**src/source/textTerminal_defs.svh**
```systemverilog
// Geometry and reset constants of the text terminal display.
// Include wherever row, column or cell widths are needed.
`ifndef TEXT_TERMINAL_DEFS_SVH
`define TEXT_TERMINAL_DEFS_SVH

`define TERM_ROWS 40            // visible text rows
`define TERM_COLS 80            // characters per row
`define TERM_CELLS 3200         // rows times columns

`define ROW_W 6                 // row index width
`define COL_W 7                 // column index width
`define CELL_W 12               // flat buffer index width

// no underline, white fg, black bg, code 0
`define BLANK_CELL 33'h0_FFF0_0000

`endif

```
**src/source/termPkg.sv**
```systemverilog
// Cell word, register map and scanner state types of the text terminal.
// Also holds the cursor step used by both the register block and the scanner.
`include "textTerminal_defs.svh"

package termPkg;

    typedef struct packed {
        logic        underline;   // bit 32
        logic [11:0] fgColor;     // 31:20
        logic [11:0] bgColor;     // 19:8
        logic [7:0]  charCode;    // 7:0
    } termCell;

    typedef enum logic [1:0] {
        REG_CONTROL = 2'd0,
        REG_CURSOR  = 2'd1,
        REG_CHAR    = 2'd2       // address 3 unused
    } termReg;

    typedef enum logic [1:0] {
        SCAN_IDLE,
        SCAN_FILL,
        SCAN_RUN
    } scanState;

    // row-major step with wrap at the last column and the last row
    function automatic logic [`ROW_W+`COL_W-1:0] nextPos(
        input logic [`ROW_W-1:0] row,
        input logic [`COL_W-1:0] col
    );
        if (col != (`TERM_COLS - 1))
            return {row, col + 1'b1};
        else if (row != (`TERM_ROWS - 1))
            return {row + 1'b1, {`COL_W{1'b0}}};
        else
            return '0;
    endfunction

endpackage

```
**src/source/cellScanner.sv**
```systemverilog
// Continuous row-major scan of the display buffer into a ready/valid cell stream.
// One read in flight plus one output cell; the cursor cell gets fg and bg swapped.
`include "textTerminal_defs.svh"

module cellScanner
    import termPkg::*;
(
    input  logic              rclk,
    input  logic              reset,
    input  logic              scanEnable,
    input  logic              cursorEnable,
    input  logic [`ROW_W-1:0] cursorRow,
    input  logic [`COL_W-1:0] cursorCol,
    input  termCell           readData,
    input  logic              cellReady,
    output logic [`ROW_W-1:0] readRow,
    output logic [`COL_W-1:0] readCol,
    output logic              cellValid,
    output logic [`ROW_W-1:0] cellRow,
    output logic [`COL_W-1:0] cellCol,
    output logic [7:0]        cellCode,
    output logic [11:0]       cellFg,
    output logic [11:0]       cellBg,
    output logic              cellUnderline
);

    scanState          state;
    logic [`ROW_W-1:0] posRow;      // next cell to issue
    logic [`COL_W-1:0] posCol;
    logic [`ROW_W-1:0] tagRow;      // cell whose read is in flight
    logic [`COL_W-1:0] tagCol;
    logic              tagHit;      // in-flight cell sits under the cursor
    logic              outFree;
    logic              load;
    logic              issue;
    logic              cursorHit;

    assign outFree   = ~cellValid | cellReady;      // output slot empties this edge
    assign load      = (state == SCAN_RUN) & outFree;   // in RUN a read is always in flight
    assign issue     = scanEnable & ((state == SCAN_FILL) | load);
    assign cursorHit = cursorEnable & (posRow == cursorRow) & (posCol == cursorCol);

    // while stalled keep re-reading the held cell so readData stays put
    assign readRow = (state == SCAN_RUN && !outFree) ? tagRow : posRow;
    assign readCol = (state == SCAN_RUN && !outFree) ? tagCol : posCol;

    always_ff @(posedge rclk) begin
        if (reset || !scanEnable) begin     // disable drops everything and restarts at 0
            state     <= SCAN_IDLE;
            cellValid <= 1'b0;
            posRow    <= '0;
            posCol    <= '0;
        end else begin
            case (state)
                SCAN_IDLE: state <= SCAN_FILL;
                SCAN_FILL: state <= SCAN_RUN;  // first read issued
                default:   state <= SCAN_RUN;
            endcase
            if (issue)
                {posRow, posCol} <= nextPos(posRow, posCol);
            if (load)
                cellValid <= 1'b1;
        end
    end

    always_ff @(posedge rclk) begin
        if (issue) begin
            tagRow <= posRow;
            tagCol <= posCol;
            tagHit <= cursorHit;            // cursor sampled at issue
        end
        if (load) begin
            cellRow       <= tagRow;
            cellCol       <= tagCol;
            cellCode      <= readData.charCode;
            cellFg        <= tagHit ? readData.bgColor : readData.fgColor;
            cellBg        <= tagHit ? readData.fgColor : readData.bgColor;
            cellUnderline <= readData.underline;
        end
    end

endmodule

```
**config.mk**
```make
export PLATFORM = sky130hd
export DESIGN_NAME = cellScanner
export DESIGN_NICKNAME = d
export VERILOG_FILES = /design/src/source/termPkg.sv /design/src/source/cellScanner.sv
export VERILOG_INCLUDE_DIRS = /design/src /design/src/source
export SDC_FILE = /design/constraint.sdc
export NUM_CORES = 1
export LEC_CHECK = 0
export ABC_AREA = 1
export BUFFER_PORTS_ARGS = -buffer_cell sky130_fd_sc_hd__buf_2
export CORE_MARGIN = 3
export CORE_UTILIZATION = 40
export DETAILED_ROUTE_END_ITERATION = 7
export PLACE_DENSITY = 0.66
export SLEW_MARGIN = 20
export SYNTH_ARGS = -nofsm -noshare
export SYNTH_HDL_FRONTEND = slang
export SYNTH_SLANG_ARGS = --single-unit
```
**constraint.sdc**
```tcl
create_clock -name rclk -period 2.8 [get_ports rclk]
set_input_delay 0.14 -clock rclk [delete_from_list [all_inputs] [get_ports rclk]]
set_output_delay 0.14 -clock rclk [all_outputs]
set_load 0.01 [all_outputs]
```
=== After elaboration in Yosys (flattened, before gate mapping) ===
Index checks and enable logic that the tools add are counted.

* Bitwise gates (word level): 8
* Reduce and logical (&&, ||, !) cells: 6
* Multiplexer cells: 7
* Add/subtract/negate cells: 2
* Eq/ne operators: 6

{| class="wikitable"
|+ Operator list
! operator !! count
|-
| 12-bit two-way mux || 2
|-
| 7-bit two-way mux || 2
|-
| 13-bit two-way mux || 1
|-
| 7-bit by 1-bit adder with 7-bit output (second input constant) || 1
|-
| 7-bit == test || 1
|-
| 7-bit inequality test (second input constant) || 1
|-
| 6-bit by 1-bit adder with 6-bit output (second input constant) || 1
|-
| 6-bit == test || 1
|-
| 6-bit two-way mux || 1
|-
| 6-bit inequality test (second input constant) || 1
|-
| 1-bit AND || 4
|-
| 2-bit by 1-bit == test with 1-bit output (second input constant) || 1
|-
| 2-bit == test (second input constant) || 1
|-
| 1-bit logical NOT || 2
|-
| 2-bit logical NOT || 1
|-
| 2-bit two-way mux || 1
|-
| 1-bit NOT || 2
|-
| 1-bit OR || 2
|-
| 2-bit AND reduction || 1
|-
| 1-bit logical AND || 1
|-
| 1-bit logical OR || 1
|}

* Bits in registers: 76
* Output and inout port bits: 60
* Logic and storage cells: 42
* Bits of input ports: 51

=== Depth between registers and ports, before layout ===
* Depth after elaboration: 6
* Mapped depth: 9
* Depth with buffers taken out: 9

=== Least setup slack after synthesis ===
Ideal clock, no wire load.

* Kind: register to register
* From: register state[1]
* To: register cellBg[0] (enable)
* Buffers on the path: 0
* Setup time: 0.400 ns
* Setup slack: 0.891 ns
* Stages on the path, launching flop included: 5
* Arrival: 1.509 ns
* Period minus slack after synthesis: 1.909 ns
* Required time: 2.400 ns
* Cells stage by stage: dfxtp_1 -> inv_2 -> nor2_4 -> nand2_2 -> inv_1

* Word-level cells in the longest chain between the ends: 2

{| class="wikitable"
|+ Ends and longest elaborated chain
! what !! RTL line !! source
|-
| start, declared || cellScanner.sv:27 || <nowiki>scanState state;</nowiki>
|-
| start signal, assigned || cellScanner.sv:49 || <nowiki>state <= SCAN_IDLE;</nowiki>
|-
| start signal, assigned || cellScanner.sv:55 || <nowiki>SCAN_IDLE: state <= SCAN_FILL;</nowiki>
|-
| start signal, assigned || cellScanner.sv:56 || <nowiki>SCAN_FILL: state <= SCAN_RUN;</nowiki>
|-
| 2-bit == test || cellScanner.sv:39 || <nowiki>assign load = (state == SCAN_RUN) & outFree;</nowiki>
|-
| 1-bit AND || cellScanner.sv:39 ||
|-
| via load || cellScanner.sv:34 || <nowiki>logic load;</nowiki>
|-
| end signal, assigned || cellScanner.sv:77 || <nowiki>cellBg <= tagHit ? readData.fgColor : readData.bgColor;</nowiki>
|-
| end, declared || cellScanner.sv:23 || <nowiki>output logic [11:0] cellBg,</nowiki>
|}

The timed path passes the listed nets, and every way through them passes these cells.
A chain may end at the register's enable or synchronous reset.

=== Worst setup path in the final report ===
* From: register state[0]
* To: output readRow[2]

* Word-level cells in the longest chain between the ends: 3

{| class="wikitable"
|+ Ends and longest elaborated chain
! what !! RTL line !! source
|-
| 2-bit == test || cellScanner.sv:44 || <nowiki>assign readRow = (state == SCAN_RUN && !outFree) ? tagRow : posRow;</nowiki>
|-
| 1-bit logical AND || cellScanner.sv:44 ||
|-
| 6-bit two-way mux || cellScanner.sv:44 ||
|-
| end, declared || cellScanner.sv:16 || <nowiki>output logic [`ROW_W-1:0] readRow,</nowiki>
|}

No other way between the ends.

==> qor.csv <==
metric,value,unit
ctsResizeCount,0,
area_delta_synth_final,29.6,%
setup_viol,0,
rows,32,
synth_cell_types,31,
drv_cap,0,
max-vdd-ir-drop,205,uV
multi_input_area,937,um2
cp-end-kind,primary output,
port_buffers,110,
drive_gt1_share,32.8,%
final_cell_count_no_fill,541,
async_flop_share,0,%
antenna_found_initial,0,
required,2.66,ns
grt.overflow.total,0,
antenna_cells,0,
rsz0062_at_grt,false,
start_util,41.5,%
dieArea,0.00921,mm2
status,"finished, final reports clean",
vias,2526,
hold_path.class,in -> reg,
ff_latch_area,0.00212,mm2
grt_pass1_vias,2295,
syn_inst,309,
viasPerCell,4.67,
hold_violations,0,
fin_crit_sh,64.0,%
clkSinkCount,76,
finClkSkew,0.0101,ns
post-route-drc-count,0,
dieHeight,96.0,um
synth_top_flop_cell,edfxtp_1,
final_nets,487,
finalCriticalPeriod,1.79,ns
place_congestion,0.816,
tightest_slew,0.614,ns
worstPathMaxFanout,23,
syn_area,0.00324,mm2
ctsHtreeMaxLevel,3,
drt_iter0_markers,92,
ctsRootBufferMaster,clkbuf_8,
cts_tree,yes,
clkTransAtPathRegs,0.08,ns
avgSynthCellArea,10.5,um2
die_w,96.0,um
yosys_warnings,0,
grt_pass1_wl,10.6,mm
grt_start_max_net_pins,49,
routedWlPerCell,12.8,um
dp_hpwl,5.10,mm
clock.fmax,558,MHz
slew_viol_final,0,
ant_nets,0,
arrival,1.65,ns
finish.utilization,53.8,%
syn-num-nets,362,
drtPass1Iterations,4,
synth-seq-cells,76,
io_pins,111,
synth_edf_count,60,
grt_usage,15.1,%
clockBufferDepth,2,
numCtsBuffers,9,
nFillCells,707,
insertion_delay,0.33,ns
relSlewSlack,59.0,%
setup_total_negative_slack,0,ns
start_kind,flip-flop,
leakage,0.00179,uW
powerDensity,528,mW/mm2
criticalPathCategory,reg -> out,
synth_seq_area_share,65.5,%
dp_cells,516,
routed_wl,6.91,mm
core_area,0.00781,mm2
==> what timing repair did <==
item                      CTS  global route
hold buffers                9             0
setup buffers               0             0
hold endpoints to repair    9             0
==> synthesized netlist by cell type, types with 2 or more instances <==
cell / n / area share, %
a21oi_1: 32 / 4.9
buf_1: 2 / 0.23
buf_2: 4 / 0.62
clkbuf_1: 2 / 0.23
dfxtp_1: 16 / 9.9
edfxtp_1: 60 / 56
ha_1: 2 / 0.77
inv_1: 34 / 3.9
mux2_2: 3 / 1.0
nand2_1: 53 / 6.1
nand2_2: 3 / 0.58
nand3_1: 11 / 1.7
nand4_1: 4 / 0.77
nor2_1: 45 / 5.2
o21ai_0: 16 / 2.5
o22ai_1: 2 / 0.39
xnor2_1: 4 / 1.1
xor2_1: 3 / 0.81
==> stage by stage <==
stage                     setup WS [ns]  hold WS, ns  instance area (um2)  power (uW)
after detailed placement           1.08        0.318                 3910        1410
final                              1.01       0.0969                 4200        2220
after floorplan                   0.891        0.239                 3240        1340
after global routing              0.897       0.0942                 4200        2320
after CTS                         0.978       0.0752                 4200        2250
after global placement             1.11        0.318                 3910        1410
==> kinds of logic (layout without fill, tap and decap cells) <==
kind of cell	count (synthesis)	after routing	share of synthesized area (%)
adder cells (fa/ha/maj)	2	2	0.772
AND/OR/NAND/NOR	121	121	16.0
flip-flops	76	76	65.5
buffers and inverters	45	175	5.56
multiplexers	3	3	1.04
XOR/XNOR	7	7	1.89
AO/OA/AOI/OAI	55	55	9.23
==> power breakdown <==
part / leakage [uW] / internal, uW / switching, uW
Clock: 0.0000958 / 416 / 410
Combinational: 0.00101 / 65.0 / 80.6
Sequential: 0.000679 / 1240 / 8.39
==> area by class of cell <==
class / instances / share of cell area, %
Timing Repair Buffer: 123 / 16.0
Inverter: 36 / 3.34
Clock buffer: 9 / 2.95
Clock inverter: 7 / 1.82
Tap cell: 102 / 3.04
Multi-Input combinational cell: 188 / 22.3
Sequential cell: 76 / 50.6
==> critical path, cell delays in order (launching register included) <==
cell     delay, ns
dfxtp_1       0.41
nor2_4        0.07
nand3_1       0.07
buf_4         0.26
mux2_2        0.36
buf_2         0.14
==> cells in the final DEF, fill, tap and decap left out, types with 2 or more instances in the layout <==
master         synthesis  routed
a21oi_1               32      32
buf_2                  4     110
buf_4                  0       4
clkbuf_8               0       9
clkinv_4               1       3
clkinvlp_4             0       2
dfxtp_1               16      16
dlygate4sd3_1          0       9
edfxtp_1              60      60
ha_1                   2       2
inv_1                 34      33
inv_2                  1       2
mux2_2                 3       3
nand2_1               53      53
nand2_2                3       3
nand3_1               11      11
nand4_1                4       4
nor2_1                45      45
o21ai_0               16      16
o22ai_1                2       2
xnor2_1                4       4
xor2_1                 3       3
==> path summary, 6_finish.rpt <==
check / slack [ns] / start / endpoint / depth (start not counted)
worst max-delay path: 1.01 / state[0] / readRow[2] / 5
worst min-delay path: 0.1 / reset / posRow[3] / 4
worst max register to register: 1.08 / state[1] / cellFg[6] / 5
worst min register to register: 0.45 / tagCol[3] / cellCol[3] / 0
==> sequential cells by signal, indices dropped and copies added (netlist names) <==
register,count
posCol,7
cellCol,7
cellValid,1
posRow,6
tagHit,1
state,2
cellUnderline,1
tagRow,6
tagCol,7
cellCode,8
cellBg,12
cellRow,6
cellFg,12
==> metal layers <==
metal	GRT usage, %	vias to the layer above	part of all wire [%]	wire (um)
li1	-	1288	-	-
met1	20.2	1145	46	3210
met2	23.9	89	46	3160
met3	4.38	4	7.5	516
met4	4.62	0	0.49	34
met5	0	-	0	0
Power figures use the tool's default switching activity.
