**config.mk**
```make
export PLATFORM = sky130hd
export DESIGN_NAME = termRegisters_flat
export DESIGN_NICKNAME = d
export VERILOG_FILES = /design/src/source/termPkg.sv /design/src/source/bufferWriteIfc.sv /design/src/source/termRegisters.sv /design/src/flat_wrapper.sv
export VERILOG_INCLUDE_DIRS = /design/src /design/src/source
export SDC_FILE = /design/constraint.sdc
export NUM_CORES = 1
export LEC_CHECK = 0
export ABC_AREA = 1
export BUFFER_PORTS_ARGS = -buffer_cell sky130_fd_sc_hd__clkbuf_2
export CAP_MARGIN = 20
export CORE_MARGIN = 2
export CORE_UTILIZATION = 52
export DETAILED_ROUTE_END_ITERATION = 10
export HOLD_SLACK_MARGIN = 0.12
export PLACE_DENSITY = 0.78
export SYNTH_ARGS = -nofsm -noshare
export SYNTH_HDL_FRONTEND = slang
export SYNTH_SLANG_ARGS = --single-unit
```
**constraint.sdc**
```tcl
create_clock -name rclk -period 2.6 [get_ports rclk]
set_input_delay 0.65 -clock rclk [delete_from_list [all_inputs] [get_ports rclk]]
set_output_delay 0.65 -clock rclk [all_outputs]
set_load 0.01 [all_outputs]
```
**src/source/textTerminal_defs.svh**
```systemverilog
// Geometry and reset constants of the text terminal display.
// Include wherever row, column or cell widths are needed.
`ifndef TEXT_TERMINAL_DEFS_SVH
`define TEXT_TERMINAL_DEFS_SVH

`define TERM_ROWS 40            // visible text rows
`define TERM_COLS 80            // characters per row
`define TERM_CELLS 3200         // rows times columns

`define ROW_W 6                 // row index width
`define COL_W 7                 // column index width
`define CELL_W 12               // flat buffer index width

// no underline, white fg, black bg, code 0
`define BLANK_CELL 33'h0_FFF0_0000

`endif

```
**src/source/termPkg.sv**
```systemverilog
// Cell word, register map and scanner state types of the text terminal.
// Also holds the cursor step used by both the register block and the scanner.
`include "textTerminal_defs.svh"

package termPkg;

    typedef struct packed {
        logic        underline;   // bit 32
        logic [11:0] fgColor;     // 31:20
        logic [11:0] bgColor;     // 19:8
        logic [7:0]  charCode;    // 7:0
    } termCell;

    typedef enum logic [1:0] {
        REG_CONTROL = 2'd0,
        REG_CURSOR  = 2'd1,
        REG_CHAR    = 2'd2       // address 3 unused
    } termReg;

    typedef enum logic [1:0] {
        SCAN_IDLE,
        SCAN_FILL,
        SCAN_RUN
    } scanState;

    // row-major step with wrap at the last column and the last row
    function automatic logic [`ROW_W+`COL_W-1:0] nextPos(
        input logic [`ROW_W-1:0] row,
        input logic [`COL_W-1:0] col
    );
        if (col != (`TERM_COLS - 1))
            return {row, col + 1'b1};
        else if (row != (`TERM_ROWS - 1))
            return {row + 1'b1, {`COL_W{1'b0}}};
        else
            return '0;
    endfunction

endpackage

```
**src/source/bufferWriteIfc.sv**
```systemverilog
// Write path into the display buffer.
// The register block drives it as writer and the buffer samples it as buffer.
`include "textTerminal_defs.svh"

interface bufferWriteIfc
    import termPkg::*;
();

    logic              we;      // one-cycle write strobe
    logic [`ROW_W-1:0] row;     // target row
    logic [`COL_W-1:0] col;     // target column
    termCell           data;    // cell word to store

    modport writer (
        output we,
        output row,
        output col,
        output data
    );

    modport buffer (
        input we,
        input row,
        input col,
        input data
    );

endinterface

```
**src/source/termRegisters.sv**
```systemverilog
// Wishbone classic slave of the text terminal.
// Holds control bits, cursor and last CHAR word; a CHAR write stores one cell
// at the cursor and steps the cursor in row-major order.
`include "textTerminal_defs.svh"

module termRegisters
    import termPkg::*;
(
    input  logic              rclk,
    input  logic              reset,
    input  logic              cyc,
    input  logic              stb,
    input  logic              we,
    input  logic [1:0]        adr,
    input  logic [31:0]       datIn,
    output logic [31:0]       datOut,
    output logic              ack,
    output logic              scanEnable,
    output logic              cursorEnable,
    output logic [`ROW_W-1:0] cursorRow,
    output logic [`COL_W-1:0] cursorCol,
    bufferWriteIfc.writer     bufWr
);

    termReg      regSel;
    logic        request;
    logic        writeReq;
    logic        readReq;
    logic        underlineMode;
    logic [31:0] charWord;
    logic        cursorOk;

    assign regSel   = termReg'(adr);
    assign request  = cyc & stb & ~ack;     // no new request during ack
    assign writeReq = request & we;
    assign readReq  = request & ~we;
    // both fields must be on screen
    assign cursorOk = (datIn[13:8] < `TERM_ROWS) && (datIn[6:0] < `TERM_COLS);

    always_ff @(posedge rclk) begin
        if (reset) begin
            ack           <= 1'b0;
            datOut        <= '0;
            scanEnable    <= 1'b0;
            cursorEnable  <= 1'b0;
            underlineMode <= 1'b0;
            cursorRow     <= '0;
            cursorCol     <= '0;
            charWord      <= '0;
            bufWr.we      <= 1'b0;
        end else begin
            ack      <= request;                // single-cycle ack
            bufWr.we <= 1'b0;
            if (readReq) begin
                case (regSel)
                    REG_CONTROL: datOut <= {29'b0, underlineMode, cursorEnable, scanEnable};
                    REG_CURSOR:  datOut <= {18'b0, cursorRow, 1'b0, cursorCol};
                    REG_CHAR:    datOut <= charWord;
                    default:     datOut <= '0;  // address 3
                endcase
            end
            if (writeReq) begin
                case (regSel)
                    REG_CONTROL: begin
                        scanEnable    <= datIn[0];
                        cursorEnable  <= datIn[1];
                        underlineMode <= datIn[2];
                    end
                    REG_CURSOR: begin
                        if (cursorOk) begin     // out of range keeps old cursor
                            cursorRow <= datIn[13:8];
                            cursorCol <= datIn[6:0];
                        end
                    end
                    REG_CHAR: begin
                        charWord <= datIn;
                        bufWr.we <= 1'b1;       // lands at end of ack cycle
                        {cursorRow, cursorCol} <= nextPos(cursorRow, cursorCol);
                    end
                    default: ;
                endcase
            end
        end
    end

    // write payload taken at the pre-advance cursor
    always_ff @(posedge rclk) begin
        if (writeReq && regSel == REG_CHAR) begin
            bufWr.row  <= cursorRow;
            bufWr.col  <= cursorCol;
            bufWr.data <= termCell'({underlineMode, datIn});
        end
    end

endmodule

```
**src/flat_wrapper.sv**
```systemverilog
// flat-port wrapper written by rule: the top's interface ports become plain ports
module termRegisters_flat import termPkg::*;
  (rclk, reset, cyc, stb, we, adr, datIn, datOut, ack, scanEnable, cursorEnable, cursorRow, cursorCol, bufWr_we, bufWr_row, bufWr_col, bufWr_data);
  bufferWriteIfc bufWr_i ();
  input  logic rclk;
  input  logic reset;
  input  logic cyc;
  input  logic stb;
  input  logic we;
  input  logic [1:0] adr;
  input  logic [31:0] datIn;
  output logic [31:0] datOut;
  output logic ack;
  output logic scanEnable;
  output logic cursorEnable;
  output logic [`ROW_W-1:0] cursorRow;
  output logic [`COL_W-1:0] cursorCol;
  output wire logic [$bits(bufWr_i.we)-1:0] bufWr_we;
  output wire logic [$bits(bufWr_i.row)-1:0] bufWr_row;
  output wire logic [$bits(bufWr_i.col)-1:0] bufWr_col;
  output wire logic [$bits(bufWr_i.data)-1:0] bufWr_data;
  assign bufWr_we = bufWr_i.we;
  assign bufWr_row = bufWr_i.row;
  assign bufWr_col = bufWr_i.col;
  assign bufWr_data = bufWr_i.data;
  termRegisters u_core (.rclk(rclk), .reset(reset), .cyc(cyc), .stb(stb), .we(we), .adr(adr), .datIn(datIn), .datOut(datOut), .ack(ack), .scanEnable(scanEnable), .cursorEnable(cursorEnable), .cursorRow(cursorRow), .cursorCol(cursorCol), .bufWr(bufWr_i));
endmodule
```
; After elaboration in Yosys (flattened, before gate mapping)
; Index checks and enable logic that the tools add are counted.
[totals]
ff_bits = 128
inputBits = 39
out_inout_bits = 95
elab_cells = 49
[classes]
addsub = 2
magnitude_cmp = 2
eq_ne = 6
muxes = 8
n_bitwise = 7
n_reduce_logical = 9
[ops]
columns = operator, n
row1 = $pmux W32 S3, 1
row2 = $mux W13, 2
row3 = $pmux W7 S2, 1
row4 = $pmux W6 S2, 1
row5 = $add A7 B1 Y7 const B, 1
row6 = $lt A7 B7 Y1 const B, 1
row7 = $mux W7, 1
row8 = $ne A7 B7 Y1 const B, 1
row9 = $add A6 B1 Y6 const B, 1
row10 = $lt A6 B6 Y1 const B, 1
row11 = $mux W6, 1
row12 = $ne A6 B6 Y1 const B, 1
row13 = $and A1 B1 Y1, 4
row14 = $reduce_and A2 Y1, 2
row15 = $reduce_and A4 Y1, 1
row16 = $not A1 Y1, 3
row17 = $reduce_and A3 Y1, 1
row18 = $eq A2 B1 Y1 const B, 1
row19 = $eq A2 B2 Y1 const B, 1
row20 = $logic_and A1 B1 Y1, 2
row21 = $logic_not A2 Y1, 1
row22 = $ne A2 B1 Y1 const B, 1
row23 = $ne A2 B2 Y1 const B, 1
row24 = $reduce_bool A2 Y1, 1
row25 = other kinds (2), 2

; Depth between registers and ports, before layout
; Gate-level depths: netlist of run 1.
[depth]
depth_word = 5
depth_mapped = 9
depth_no_buf = 9

; Least setup slack after synthesis of run 1
; Ideal clock, no wire load.
[synth_path]
path_type = input to register
from = input adr[0]
to = register u_core.bufWr.col[0], enable pin
setup_ns = 0.385
t_arrival_ns = 1.834
t_required_ns = 2.215
path_slack_ns = 0.381
path_stages = 5
path_buffers = 1
cell_sequence = inv_1 > ha_1 > inv_2 > nor2_2 > buf_2
[synth_via]
elab_chain_len = 2
[synth_rtl]
columns = element, line
row1 = from (decl), flat_wrapper.sv:10  ; input logic [1:0] adr;
row2 = $eq A2 B2 Y1, termRegisters.sv:88  ; if (writeReq && regSel == REG_CHAR) begin
row3 = $logic_and A1 B1 Y1, termRegisters.sv:88
row4 = to (signal assigned), termRegisters.sv:90  ; bufWr.col <= cursorCol;
row5 = to (decl), bufferWriteIfc.sv:17  ; output col,
; Every way passes these cells.
; A chain may end at the register's enable or synchronous reset.

; Worst setup path after layout of run 1
[layout_path]
from = register u_core.cursorCol[4]
to = output cursorCol[4]
[layout_rtl]
columns = element, line
row1 = from (decl), termRegisters.sv:21  ; output logic [`COL_W-1:0] cursorCol,
row2 = from (signal assigned), termRegisters.sv:72  ; cursorCol <= datIn[6:0];
row3 = from (signal assigned), termRegisters.sv:78  ; {cursorRow, cursorCol} <= nextPos(cursorRow, cursorCol);
row4 = to (decl), flat_wrapper.sv:17  ; output logic [`COL_W-1:0] cursorCol;
; No word-level cell between the ends.

==> impl_results.md, run 1 <==
* Max-cap violations at 0
* Crit Path Class: flop to primary output
* Worst hold path type: primary input to flop
* # IOs at 134
* Antenna-violating nets left at 0
* Clock root cell: clkbuf_8
* Fin crit period at 1830 ps
* Startpoint Class: flop
* Synthesized cell area at 0.00491 mm2
* # DRC at 0
* Register area share after synthesis at 0.615
* WL per Instance at 15.2 um
* Max stage delay cell, worst path: dfxtp_1
* Critical path data required time at 1950 ps
* Initial core utilization at 0.534
* Delay of the slowest cell on the worst path at 470 ps
* I/O Buffers at 133
* DR vias at 4273
* # resized after CTS at 0
* Post-CTS setup buffers at 0
* CP Cell Sequence: clkbuf_2
* Ys flop type: dfxtp_1
* Hold Vio Cnt, Final at 0
* Most common cell in the netlist: nand2_1
* Max-Slew Margin vs Limit at 0.525
* Number of clock sinks at 128
* Crit path DAT at 1180 ps
* Grt ovf at 0
* Vias per cell at 5.33
* Highest clock rate at 0.547 GHz
* WHS at 321 ps
* Total routed wirelength at 12.2 mm
* Final WS setup at 773 ps
* Clock transition at path regs at 60 ps
* Largest area contributor in the netlist: dfxtp_1
* Full die area at 0.0102 mm2
* Synth top area cells: dfxtp_1, edfxtp_1, nand2_1
* Yosys reg bits at 128
* TritonCTS clock tree: built
* DIE HEIGHT at 101 um
* Number of enable flip-flop cells after synthesis at 46
* Top delay family on crit path: flip-flops
* Worst slew pin tran at 712 ps
* GP Congestion at 0.874
* Post-Route Setup TNS at 0 ps
* Asr flop ratio synth at 0
* Top cells by count, synth: nand2_1, dfxtp_1, nor2_1
* Worst-Skew Late Latency at 520 ps
* Antenna fix cells at 0
* Tot Pwr at 4630 uW
* Tot GR Track Use at 0.245
* Max IR drop VDD at 0.000438 V
* Worst slack, placed at 373 ps
* Initial antenna violation count at 0
* RSZ-0062 raised after global routing: false
* Setup violators final at 0
* Status: complete, no violations
* Buf+Inv Stages, Crit Path at 1
* Yosys warns at 0
* Leakage at 0.00271 uW
* Die outline width at 101 um
* Layout cell share with drive strength beyond 1 at 0.263
* Number of DRC markers in iteration 0 at 301
* Worst Skew at 5.34 ps
* Gate Count Post-Synth at 544
* Top-area cell type share of the netlist area at 0.334
* Drt first pass iters at 5
* Number of buffers created by CTS at 17
* H-tree Lvls at 4
* # nets final at 723
* Crit share post-route at 0.703
* # rows at 35
* Synth unique cells at 28
* Longest Clk Path Bufs at 2
* PwrDens at 739 mW/mm2
* Number of global-route vias before repair at 4016
* CP Capture Type: primary output
* Syn avg cell area at 9.03 um2
* Largest net degree at the start of global routing at 43
* Synthesized Nets at 589
* CP max FO at 8
* First-pass GRT wire length at 19.4 mm
* Cts hold-fix bufs at 0
* Post-DP HPWL at 8.14 mm
* Filler Cells Inserted at 714
* Core footprint at 0.00920 mm2
* Synth-to-layout area growth at 27.6%
* Final Max Slew Viols at 0
final timing paths:
path | from | endpoint | slack (ps) | depth (start not counted)
setup / recovery | u_core.cursorCol[4] | cursorCol[4] | 770 | 1
hold / removal | datIn[17] | u_core.bufWr.data[17] | 320 | 1
setup reg to reg | u_core.ack | u_core.datOut[15] | 790 | 6
hold reg to reg | u_core.charWord[9] | u_core.charWord[9] | 450 | 2
through the flow:
step                instance area (um2)   util  instances
floorplan                          4910      -        544
CTS                                6270  0.681        802
global route                       6270  0.681        802
global placement                   5680  0.618        770
finish                             6270  0.681        802
detailed placement                 5680  0.618        770
routing by layer:
layer  vias up  share of wire  global-route usage  routed length [um]
li1       2082              -                   -                   -
met3        25          0.061              0.0628                 747
met5         -              0                   0                   0
met4         0          0.024               0.111                 295
met2       159           0.50               0.391                6120
met1      2007           0.41               0.315                5050
cell families (layout without fill, tap and decap cells):
kind of cell / count (synthesis) / in the layout / synth area share
adder cells (fa/ha/maj): 6 / 6 / 0.0153
flip-flops: 128 / 128 / 0.615
AND/OR/NAND/NOR: 241 / 241 / 0.201
XOR/XNOR: 3 / 3 / 0.00535
buffers and inverters: 64 / 211 / 0.0525
AO/OA/AOI/OAI: 102 / 102 / 0.110
sequential cells by signal (all words and copies together), names as in the netlist:
| register | count |
|---|---|
| u_core.cursorCol | 7 |
| u_core.bufWr.row | 6 |
| u_core.datOut | 32 |
| u_core.bufWr.col | 7 |
| u_core.cursorEnable | 1 |
| u_core.scanEnable | 1 |
| u_core.cursorRow | 6 |
| u_core.ack | 1 |
| u_core.underlineMode | 1 |
| u_core.bufWr.we | 1 |
| u_core.charWord | 32 |
| u_core.bufWr.data | 33 |
worst register-to-register path: cells and delay by family, from the launching register on:
kind	cells	cell delay, ps
and+or+nand+nor	2	400
DFF	1	360
buffers and inverters	3	840
AOI/OAI and AO/OA	1	80
layout make-up:
| class | count | area, um2 | share of cell area |
|---|---|---|---|
| Tap cell | 111 | 139 | 0.0222 |
| Clock inverter | 13 | 141 | 0.0226 |
| Clock buffer | 19 | 443 | 0.0707 |
| Timing Repair Buffer | 142 | 746 | 0.119 |
| Multi-Input combinational cell | 352 | 1640 | 0.261 |
| Sequential cell | 128 | 3020 | 0.482 |
| Inverter | 37 | 139 | 0.0222 |
cell usage in the layout (no fill, tap or decap), drive strengths merged:
master    netlist  routed
edfxtp         46      46
clkinv          2       5
o211ai          1       1
o22ai          10      10
clkinvlp        0       1
nor3            2       2
bufinv          0       1
buf            11       9
dfxtp          82      82
nand4           6       6
nand3          37      37
xor2            2       2
inv            35      43
xnor2           1       1
nand2         114     114
ha              6       6
clkbuf         16     152
or2             1       1
a21oi          47      47
o21ai          44      44
nor2           81      81
power breakdown:
part | switching [uW] | leakage [uW] | internal, uW
Sequential | 18.4 | 0.00108 | 2100
Combinational | 143 | 0.00134 | 69.7
Clock | 940 | 0.000285 | 1360
Note: power is estimated with default switching activity, not from simulation.
==> run 2: changes to the inputs <==
CORE_UTILIZATION = 47   (was 52)
PLACE_DENSITY = 0.75   (was 0.78)
clock period = 1.6 ns   (was 2.6 ns; I/O delays follow)
==> run 2 against run 1 <==
Compared with the run above: non-clock buffer count rose by 56; sequential power is 62% higher; clock-buffer cell count unchanged; cell area increased by 10%; largest cell class unchanged.
==> impl_results.md, run 2 (same netlist as run 1, synthesis figures left out) <==
* Top flop regs: u_core.bufWr.data (33), u_core.charWord (32), u_core.datOut (32) (unchanged)
* Max stage delay cell, worst path: dfxtp_1 (unchanged)
* Combinational share of power at 0.059 (was 0.046)
* Fin cells at 883 (was 802)
* Number of clock sinks at 128 (unchanged)
* Switching Fraction at 0.219 (was 0.238)
* Number of DRC markers in iteration 0 at 312 (was 301)
* Leakage at 0.00298 uW (was 0.00271 uW)
* Crit share post-route at 0.986
* CP Cell Sequence: clkbuf_2 (unchanged)
* Number of buffers created by CTS at 17 (unchanged)
* Number of global-route vias before repair at 4347 (was 4016)
* Grt ovf at 0 (unchanged)
* # DRC at 0 (unchanged)
* Worst Hold Depth at 1 (unchanged)
* Startpoint Class: flop (unchanged)
* Sw Pwr at 1730 uW (was 1100 uW)
* # IOs at 134 (unchanged)
* Buf+Inv Stages, Crit Path at 1 (unchanged)
* Tot GR Track Use at 0.240 (was 0.245)
* Worst slack, placed at -114 ps (was 373 ps)
* Delay of the slowest cell on the worst path at 470 ps (about the same)
* Setup violators final at 0 (unchanged)
* H-tree Lvls at 4 (unchanged)
* Hold Vio Cnt, Final at 0 (unchanged)
* Crit Path Class: flop to primary output (unchanged)
* Drt first pass iters at 5 (unchanged)
* WL per Instance at 15.8 um (was 15.2 um)
* # rows at 37 (was 35)
* Fin crit period at 1580 ps
* Post-DP HPWL at 8.72 mm (was 8.14 mm)
* Worst Skew at 9.91 ps (was 5.34 ps)
* Max FFs per register at 33 (unchanged)
* Final WS setup at 22.8 ps (was 773 ps)
* Largest net degree at the start of global routing at 50 (was 43)
* Final core occ at 0.674 (was 0.681)
* Sequential power share at 0.437 (was 0.457)
* CP max FO at 5 (was 8)
* Initial core utilization at 0.480 (was 0.534)
* Max-cap violations at 0 (unchanged)
* PwrDens at 1140 mW/mm2 (was 739 mW/mm2)
* I/O Buffers at 133 (unchanged)
* Max-Slew Margin vs Limit at 0.737 (was 0.525)
* Synth-to-layout area growth at 40.4% (was 27.6%)
* WP depth at 1 (unchanged)
* Worst hold path type: primary input to flop (unchanged)
* Top reg by flops: u_core.bufWr.data (unchanged)
* Die outline width at 106 um (was 101 um)
* RSZ-0062 raised after global routing: true (was false)
* TritonCTS clock tree: built (unchanged)
* Final Max Slew Viols at 0 (unchanged)
* Vias per cell at 5.23 (was 5.33)
* Crit path DAT at 1180 ps (about the same)
* Clock root cell: clkbuf_8 (unchanged)
* Placed cells at 819 (was 770)
* Clock transition at path regs at 60 ps (about the same)
* Antenna-violating nets left at 0 (unchanged)
* Full die area at 0.0113 mm2 (was 0.0102 mm2)
* Reg2Reg Setup Slack at 120 ps (was 790 ps)
* Most frequent cells in the layout: clkbuf_2, nand2_1, nor2_1, dfxtp_1 (was clkbuf_2, nand2_1, dfxtp_1)
* Longest Clk Path Bufs at 2 (unchanged)
* DIE HEIGHT at 106 um (was 101 um)
* Worst r2r path cells at 7 (was 6)
* Status: complete, no violations (unchanged)
* Top delay family on crit path: flip-flops (unchanged)
* Total routed wirelength at 14.0 mm (was 12.2 mm)
* First-pass GRT wire length at 21.0 mm (was 19.4 mm)
* DR vias at 4614 (was 4273)
* CP Capture Type: primary output (unchanged)
* Max IR drop VDD at 0.000721 V (was 0.000438 V)
* Initial antenna violation count at 0 (unchanged)
* GP Congestion at 0.844 (was 0.874)
* Clock share of power at 0.504 (was 0.497)
* # nets final at 779 (was 723)
* Core footprint at 0.0102 mm2 (was 0.00920 mm2)
* Critical path data required time at 1200 ps (was 1950 ps)
* Int Pwr at 6140 uW (was 3530 uW)
* Highest clock rate at 0.634 GHz
* Layout cell share with drive strength beyond 1 at 0.281 (was 0.263)
* Worst slew pin tran at 395 ps (was 712 ps)
* Commonest non-fill, non-tap cell in the layout: clkbuf_2 (unchanged)
* Worst-Skew Late Latency at 530 ps (was 520 ps)
* Antenna fix cells at 0 (unchanged)
[run 2: area by class of cell]
cell class / instances / area (um2)
fillers: 762 / 3330
flip-flops and latches: 128 / 3030
multi-input cells: 352 / 1670
repair buffers: 198 / 1290
clock buffers: 19 / 422
clock inverters: 13 / 186
well taps: 136 / 170
inverters: 37 / 139
[run 2: path summary, 6_finish.rpt]
kind / end / start
worst min-delay path: u_core.bufWr.data[0] / datIn[0]
worst max-delay path: cursorCol[3] / u_core.cursorCol[3]
worst max register to register: u_core.cursorRow[3] / u_core.cursorCol[1]
worst min register to register: u_core.charWord[3] / u_core.charWord[3]
[run 2: worst register-to-register path, delay by kind of cell (launching register included)]
family | cells | cell delay, ps
simple gates | 5 | 600
flops | 1 | 340
fa+ha+maj | 1 | 240
compound gates | 1 | 240
[run 2: repair_timing]
| action | CTS | global route |
|---|---|---|
| setup buffers | 0 | 1 |
| pin swaps | 0 | 1 |
| hold buffers | 29 | 1 |
| setup endpoints to repair | 1 | 45 |
| gates cloned | 0 | 1 |
| endpoints found under the hold margin | 31 | 1 |
| gates resized for setup | 1 | 7 |
[run 2: stage by stage]
stage	instance area (um2)	hold WS (ps)	power [uW]	TNS [ps]
after floorplan	4920	425	3690	0
final	6900	145	7860	0
after global routing	6900	150	8070	-77.4
after global placement	5910	436	3870	-491
after detailed placement	5910	445	3880	-3130
after CTS	6810	123	7860	0
[run 2: metal layers]
| layer | up-vias | track usage | share of wire |
|---|---|---|---|
| li1 | 2189 | - | - |
| met5 | - | 0 | 0 |
| met1 | 2146 | 0.287 | 0.38 |
| met2 | 244 | 0.400 | 0.51 |
| met4 | 0 | 0.106 | 0.025 |
| met3 | 35 | 0.0705 | 0.080 |
[run 2: power by group through the flow]
stage,registers (uW),clock network [uW],logic (uW)
2_1_floorplan,3520,0,177
3_3_place_gp,3500,0,368
3_5_place_dp,3500,0,377
4_1_cts,3440,3990,437
5_1_grt,3440,4130,497
6_report,3440,3960,460
==> run 3: changes to the inputs <==
CELL_PAD_IN_SITES_DETAIL_PLACEMENT = 1   (was not set)
CELL_PAD_IN_SITES_GLOBAL_PLACEMENT = 2   (was not set)
CORE_UTILIZATION = 28   (was 47)
==> run 3 against run 2 <==
Compared with the run above: first-iteration DRC count shrank 26%; fmax grew 6.2%; sequential power is essentially flat; power shrank 3.3%; non-clock buffer count shrank 30; die area grew 65%; critical path depth grew 1; highest routed layer unchanged.
==> impl_results.md, run 3 (same netlist as run 1, synthesis figures left out) <==
* Status: complete, no violations (unchanged)
* Number of buffers created by CTS at 17 (unchanged)
* Met1 Use GR at 0.202 (was 0.287)
* # DRC at 0 (unchanged)
* Number of clock sinks at 128 (unchanged)
* Final Max Slew Viols at 0 (unchanged)
* Reg2Reg Capture Point: u_core.cursorRow[3] (unchanged)
* Max stage delay cell, worst path: dfxtp_1 (unchanged)
* Top reg by flops: u_core.bufWr.data (unchanged)
* CP Cell Sequence: buf_4, clkbuf_2 (was clkbuf_2)
* PwrDens at 1140 mW/mm2 (about the same)
* GP Congestion at 0.791 (was 0.844)
* # rows at 48 (was 37)
* Highest clock rate at 0.673 GHz (was 0.634 GHz)
* Critical path data required time at 1200 ps (about the same)
* Worst Hold Depth at 1 (unchanged)
* Hold Vio Cnt, Final at 0 (unchanged)
* Crit Path Class: flop to primary output (unchanged)
* Initial core utilization at 0.285 (was 0.480)
* Delay of the slowest cell on the worst path at 370 ps (was 470 ps)
* # nets final at 749 (was 779)
* Top flop regs: u_core.bufWr.data (33), u_core.charWord (32), u_core.datOut (32) (unchanged)
* Synth-to-layout area growth at 35.3% (was 40.4%)
* Final core occ at 0.386 (was 0.674)
* TritonCTS clock tree: built (unchanged)
* Max-Slew Margin vs Limit at 0.726 (was 0.737)
* Reg-to-reg startpoint: u_core.cursorCol[1] (unchanged)
* Reg2Reg Setup Slack at 140 ps (was 120 ps)
* Buf+Inv Stages, Crit Path at 2 (was 1)
* Total routed wirelength at 14.7 mm (was 14.0 mm)
* Worst hold path type: primary input to flop (unchanged)
* Commonest non-fill, non-tap cell in the layout: clkbuf_2 (unchanged)
* Critical hold path startpoint: datIn[23] (was datIn[0])
* Worst Skew at 7.62 ps (was 9.91 ps)
* Leakage at 0.00285 uW (was 0.00298 uW)
* Hold EP: u_core.bufWr.data[23] (was u_core.bufWr.data[0])
* Max-cap violations at 0 (unchanged)
* First-pass GRT wire length at 23.5 mm (was 21.0 mm)
* Final WS setup at 115 ps (was 22.8 ps)
* Multi-input logic area at 0.00167 mm2 (about the same)
* Storage element area at 0.00303 mm2 (unchanged)
* Antenna fix cells at 0 (unchanged)
* Drt first pass iters at 4 (was 5)
* Vias per cell at 4.62 (was 5.23)
* Post-DP HPWL at 10.6 mm (was 8.72 mm)
* GR Util met3 at 0.0481 (was 0.0705)
* Max IR drop VDD at 0.000736 V (was 0.000721 V)
* Worst slack, placed at -199 ps (was -114 ps)
* Filler Cells Inserted at 2006 (was 762)
* DIE HEIGHT at 136 um (was 106 um)
* CP max FO at 7 (was 5)
* CP Capture Type: primary output (unchanged)
* Tot GR Track Use at 0.166 (was 0.240)
* Setup violators final at 0 (unchanged)
* I/O Buffers at 133 (unchanged)
* Die outline width at 136 um (was 106 um)
* Grt ovf at 0 (unchanged)
* Most frequent cells in the layout: clkbuf_2, nand2_1, dfxtp_1 (was clkbuf_2, nand2_1, nor2_1, dfxtp_1)
* Largest net degree at the start of global routing at 51 (was 50)
* DR vias at 4349 (was 4614)
* Number of global-route vias before repair at 4464 (was 4347)
* Max FFs per register at 33 (unchanged)
* Met2 Usage GRT at 0.276 (was 0.400)
* Full die area at 0.0186 mm2 (was 0.0113 mm2)
* Layout cell share with drive strength beyond 1 at 0.294 (was 0.281)
* Worst slew pin tran at 411 ps (was 395 ps)
* Longest Clk Path Bufs at 2 (unchanged)
* Number of DRC markers in iteration 0 at 232 (was 312)
* Worst r2r path cells at 8 (was 7)
* H-tree Lvls at 4 (unchanged)
* Fin crit period at 1490 ps (was 1580 ps)
* Top delay family on crit path: flip-flops (unchanged)
* Worst-Skew Late Latency at 420 ps (was 530 ps)
* Crit path DAT at 1090 ps (was 1180 ps)
* # IOs at 134 (unchanged)
* RSZ-0062 raised after global routing: false (was true)
* Initial antenna violation count at 0 (unchanged)
* Startpoint Class: flop (unchanged)
* Core footprint at 0.0172 mm2 (was 0.0102 mm2)
* WL per Instance at 15.6 um (was 15.8 um)
* Antenna-violating nets left at 0 (unchanged)
* Clock transition at path regs at 50 ps (was 60 ps)
* Clock root cell: clkbuf_16 (was clkbuf_8)
* Crit share post-route at 0.928 (was 0.986)
* Most used routing layer: met2 (unchanged)
[run 3: cell count changes in the layout (fill, tap and decap cells not counted), moves of 2 or more]
| cell | previous run | this run |
|---|---|---|
| dlygate4sd3_1 | 30 | 0 |
| buf_4 | 30 | 33 |
| bufinv_16 | 4 | 1 |
| clkinv_2 | 1 | 4 |
| clkbuf_16 | 17 | 19 |
| clkinv_4 | 2 | 0 |
| clkinvlp_4 | 3 | 1 |
[run 3: layer usage]
| layer | wire length [um] | vias up | part of all wire |
|---|---|---|---|
| met1 | 6460 | 2098 | 0.44 |
| met4 | 301 | 0 | 0.020 |
| met3 | 656 | 26 | 0.045 |
| met2 | 7330 | 95 | 0.50 |
| li1 | - | 2130 | - |
| met5 | 0 | - | 0 |
[run 3: worst max path at each step]
stage,start,endpoint,cells after the start,slack [ps]
floorplan,adr[0],u_core.bufWr.col[0],5,30
CTS,u_core.cursorCol[1],u_core.cursorRow[3],7,20
finish,u_core.cursorCol[2],cursorCol[2],2,110
detailed placement,adr[0],u_core.cursorCol[2],9,-200
global route,u_core.cursorCol[0],u_core.cursorRow[5],8,6
global placement,adr[0],u_core.cursorCol[1],8,-140
[run 3: timing repair]
action,CTS,global route
endpoints found under the setup margin,3,8
setup buffers,0,0
resized for setup,1,8
hold buffers,0,0
[run 3: report_power, final]
part	total (uW)	switching (uW)	internal [uW]	leakage (uW)
clock	3760	1410	2350	0.000285
sequential	3440	25.8	3410	0.00108
combinational	400	257	144	0.00148
total	7600	1700	5910	0.00285
[run 3: layout make-up]
class,count,area share
clock inverters,9,0.0115
repair buffers,168,0.143
well taps,225,0.0424
inverters,37,0.0209
flip-flops and latches,128,0.455
multi-input cells,352,0.251
clock buffers,23,0.0753
[run 3: worst register-to-register path, stage by stage (launching register included)]
cell	delay [ps]
dfxtp_1	340
ha_2	220
nand3_4	160
nor3_4	220
buf_4	170
nand3_1	90
nand2_1	70
nor2_1	40
nor2_1	90
[run 3: stage by stage]
| step | hold slack (ps) | instance area (um2) | cells | power [uW] | setup TNS, ps |
|---|---|---|---|---|---|
| after floorplan | 425 | 4920 | 544 | 3690 | 0 |
| after global placement | 437 | 6030 | 910 | 3900 | -2320 |
| after detailed placement | 448 | 6030 | 910 | 3910 | -7340 |
| after CTS | 154 | 6620 | 942 | 7680 | 0 |
| after global routing | 158 | 6650 | 942 | 7880 | 0 |
| final | 172 | 6650 | 942 | 7600 | 0 |
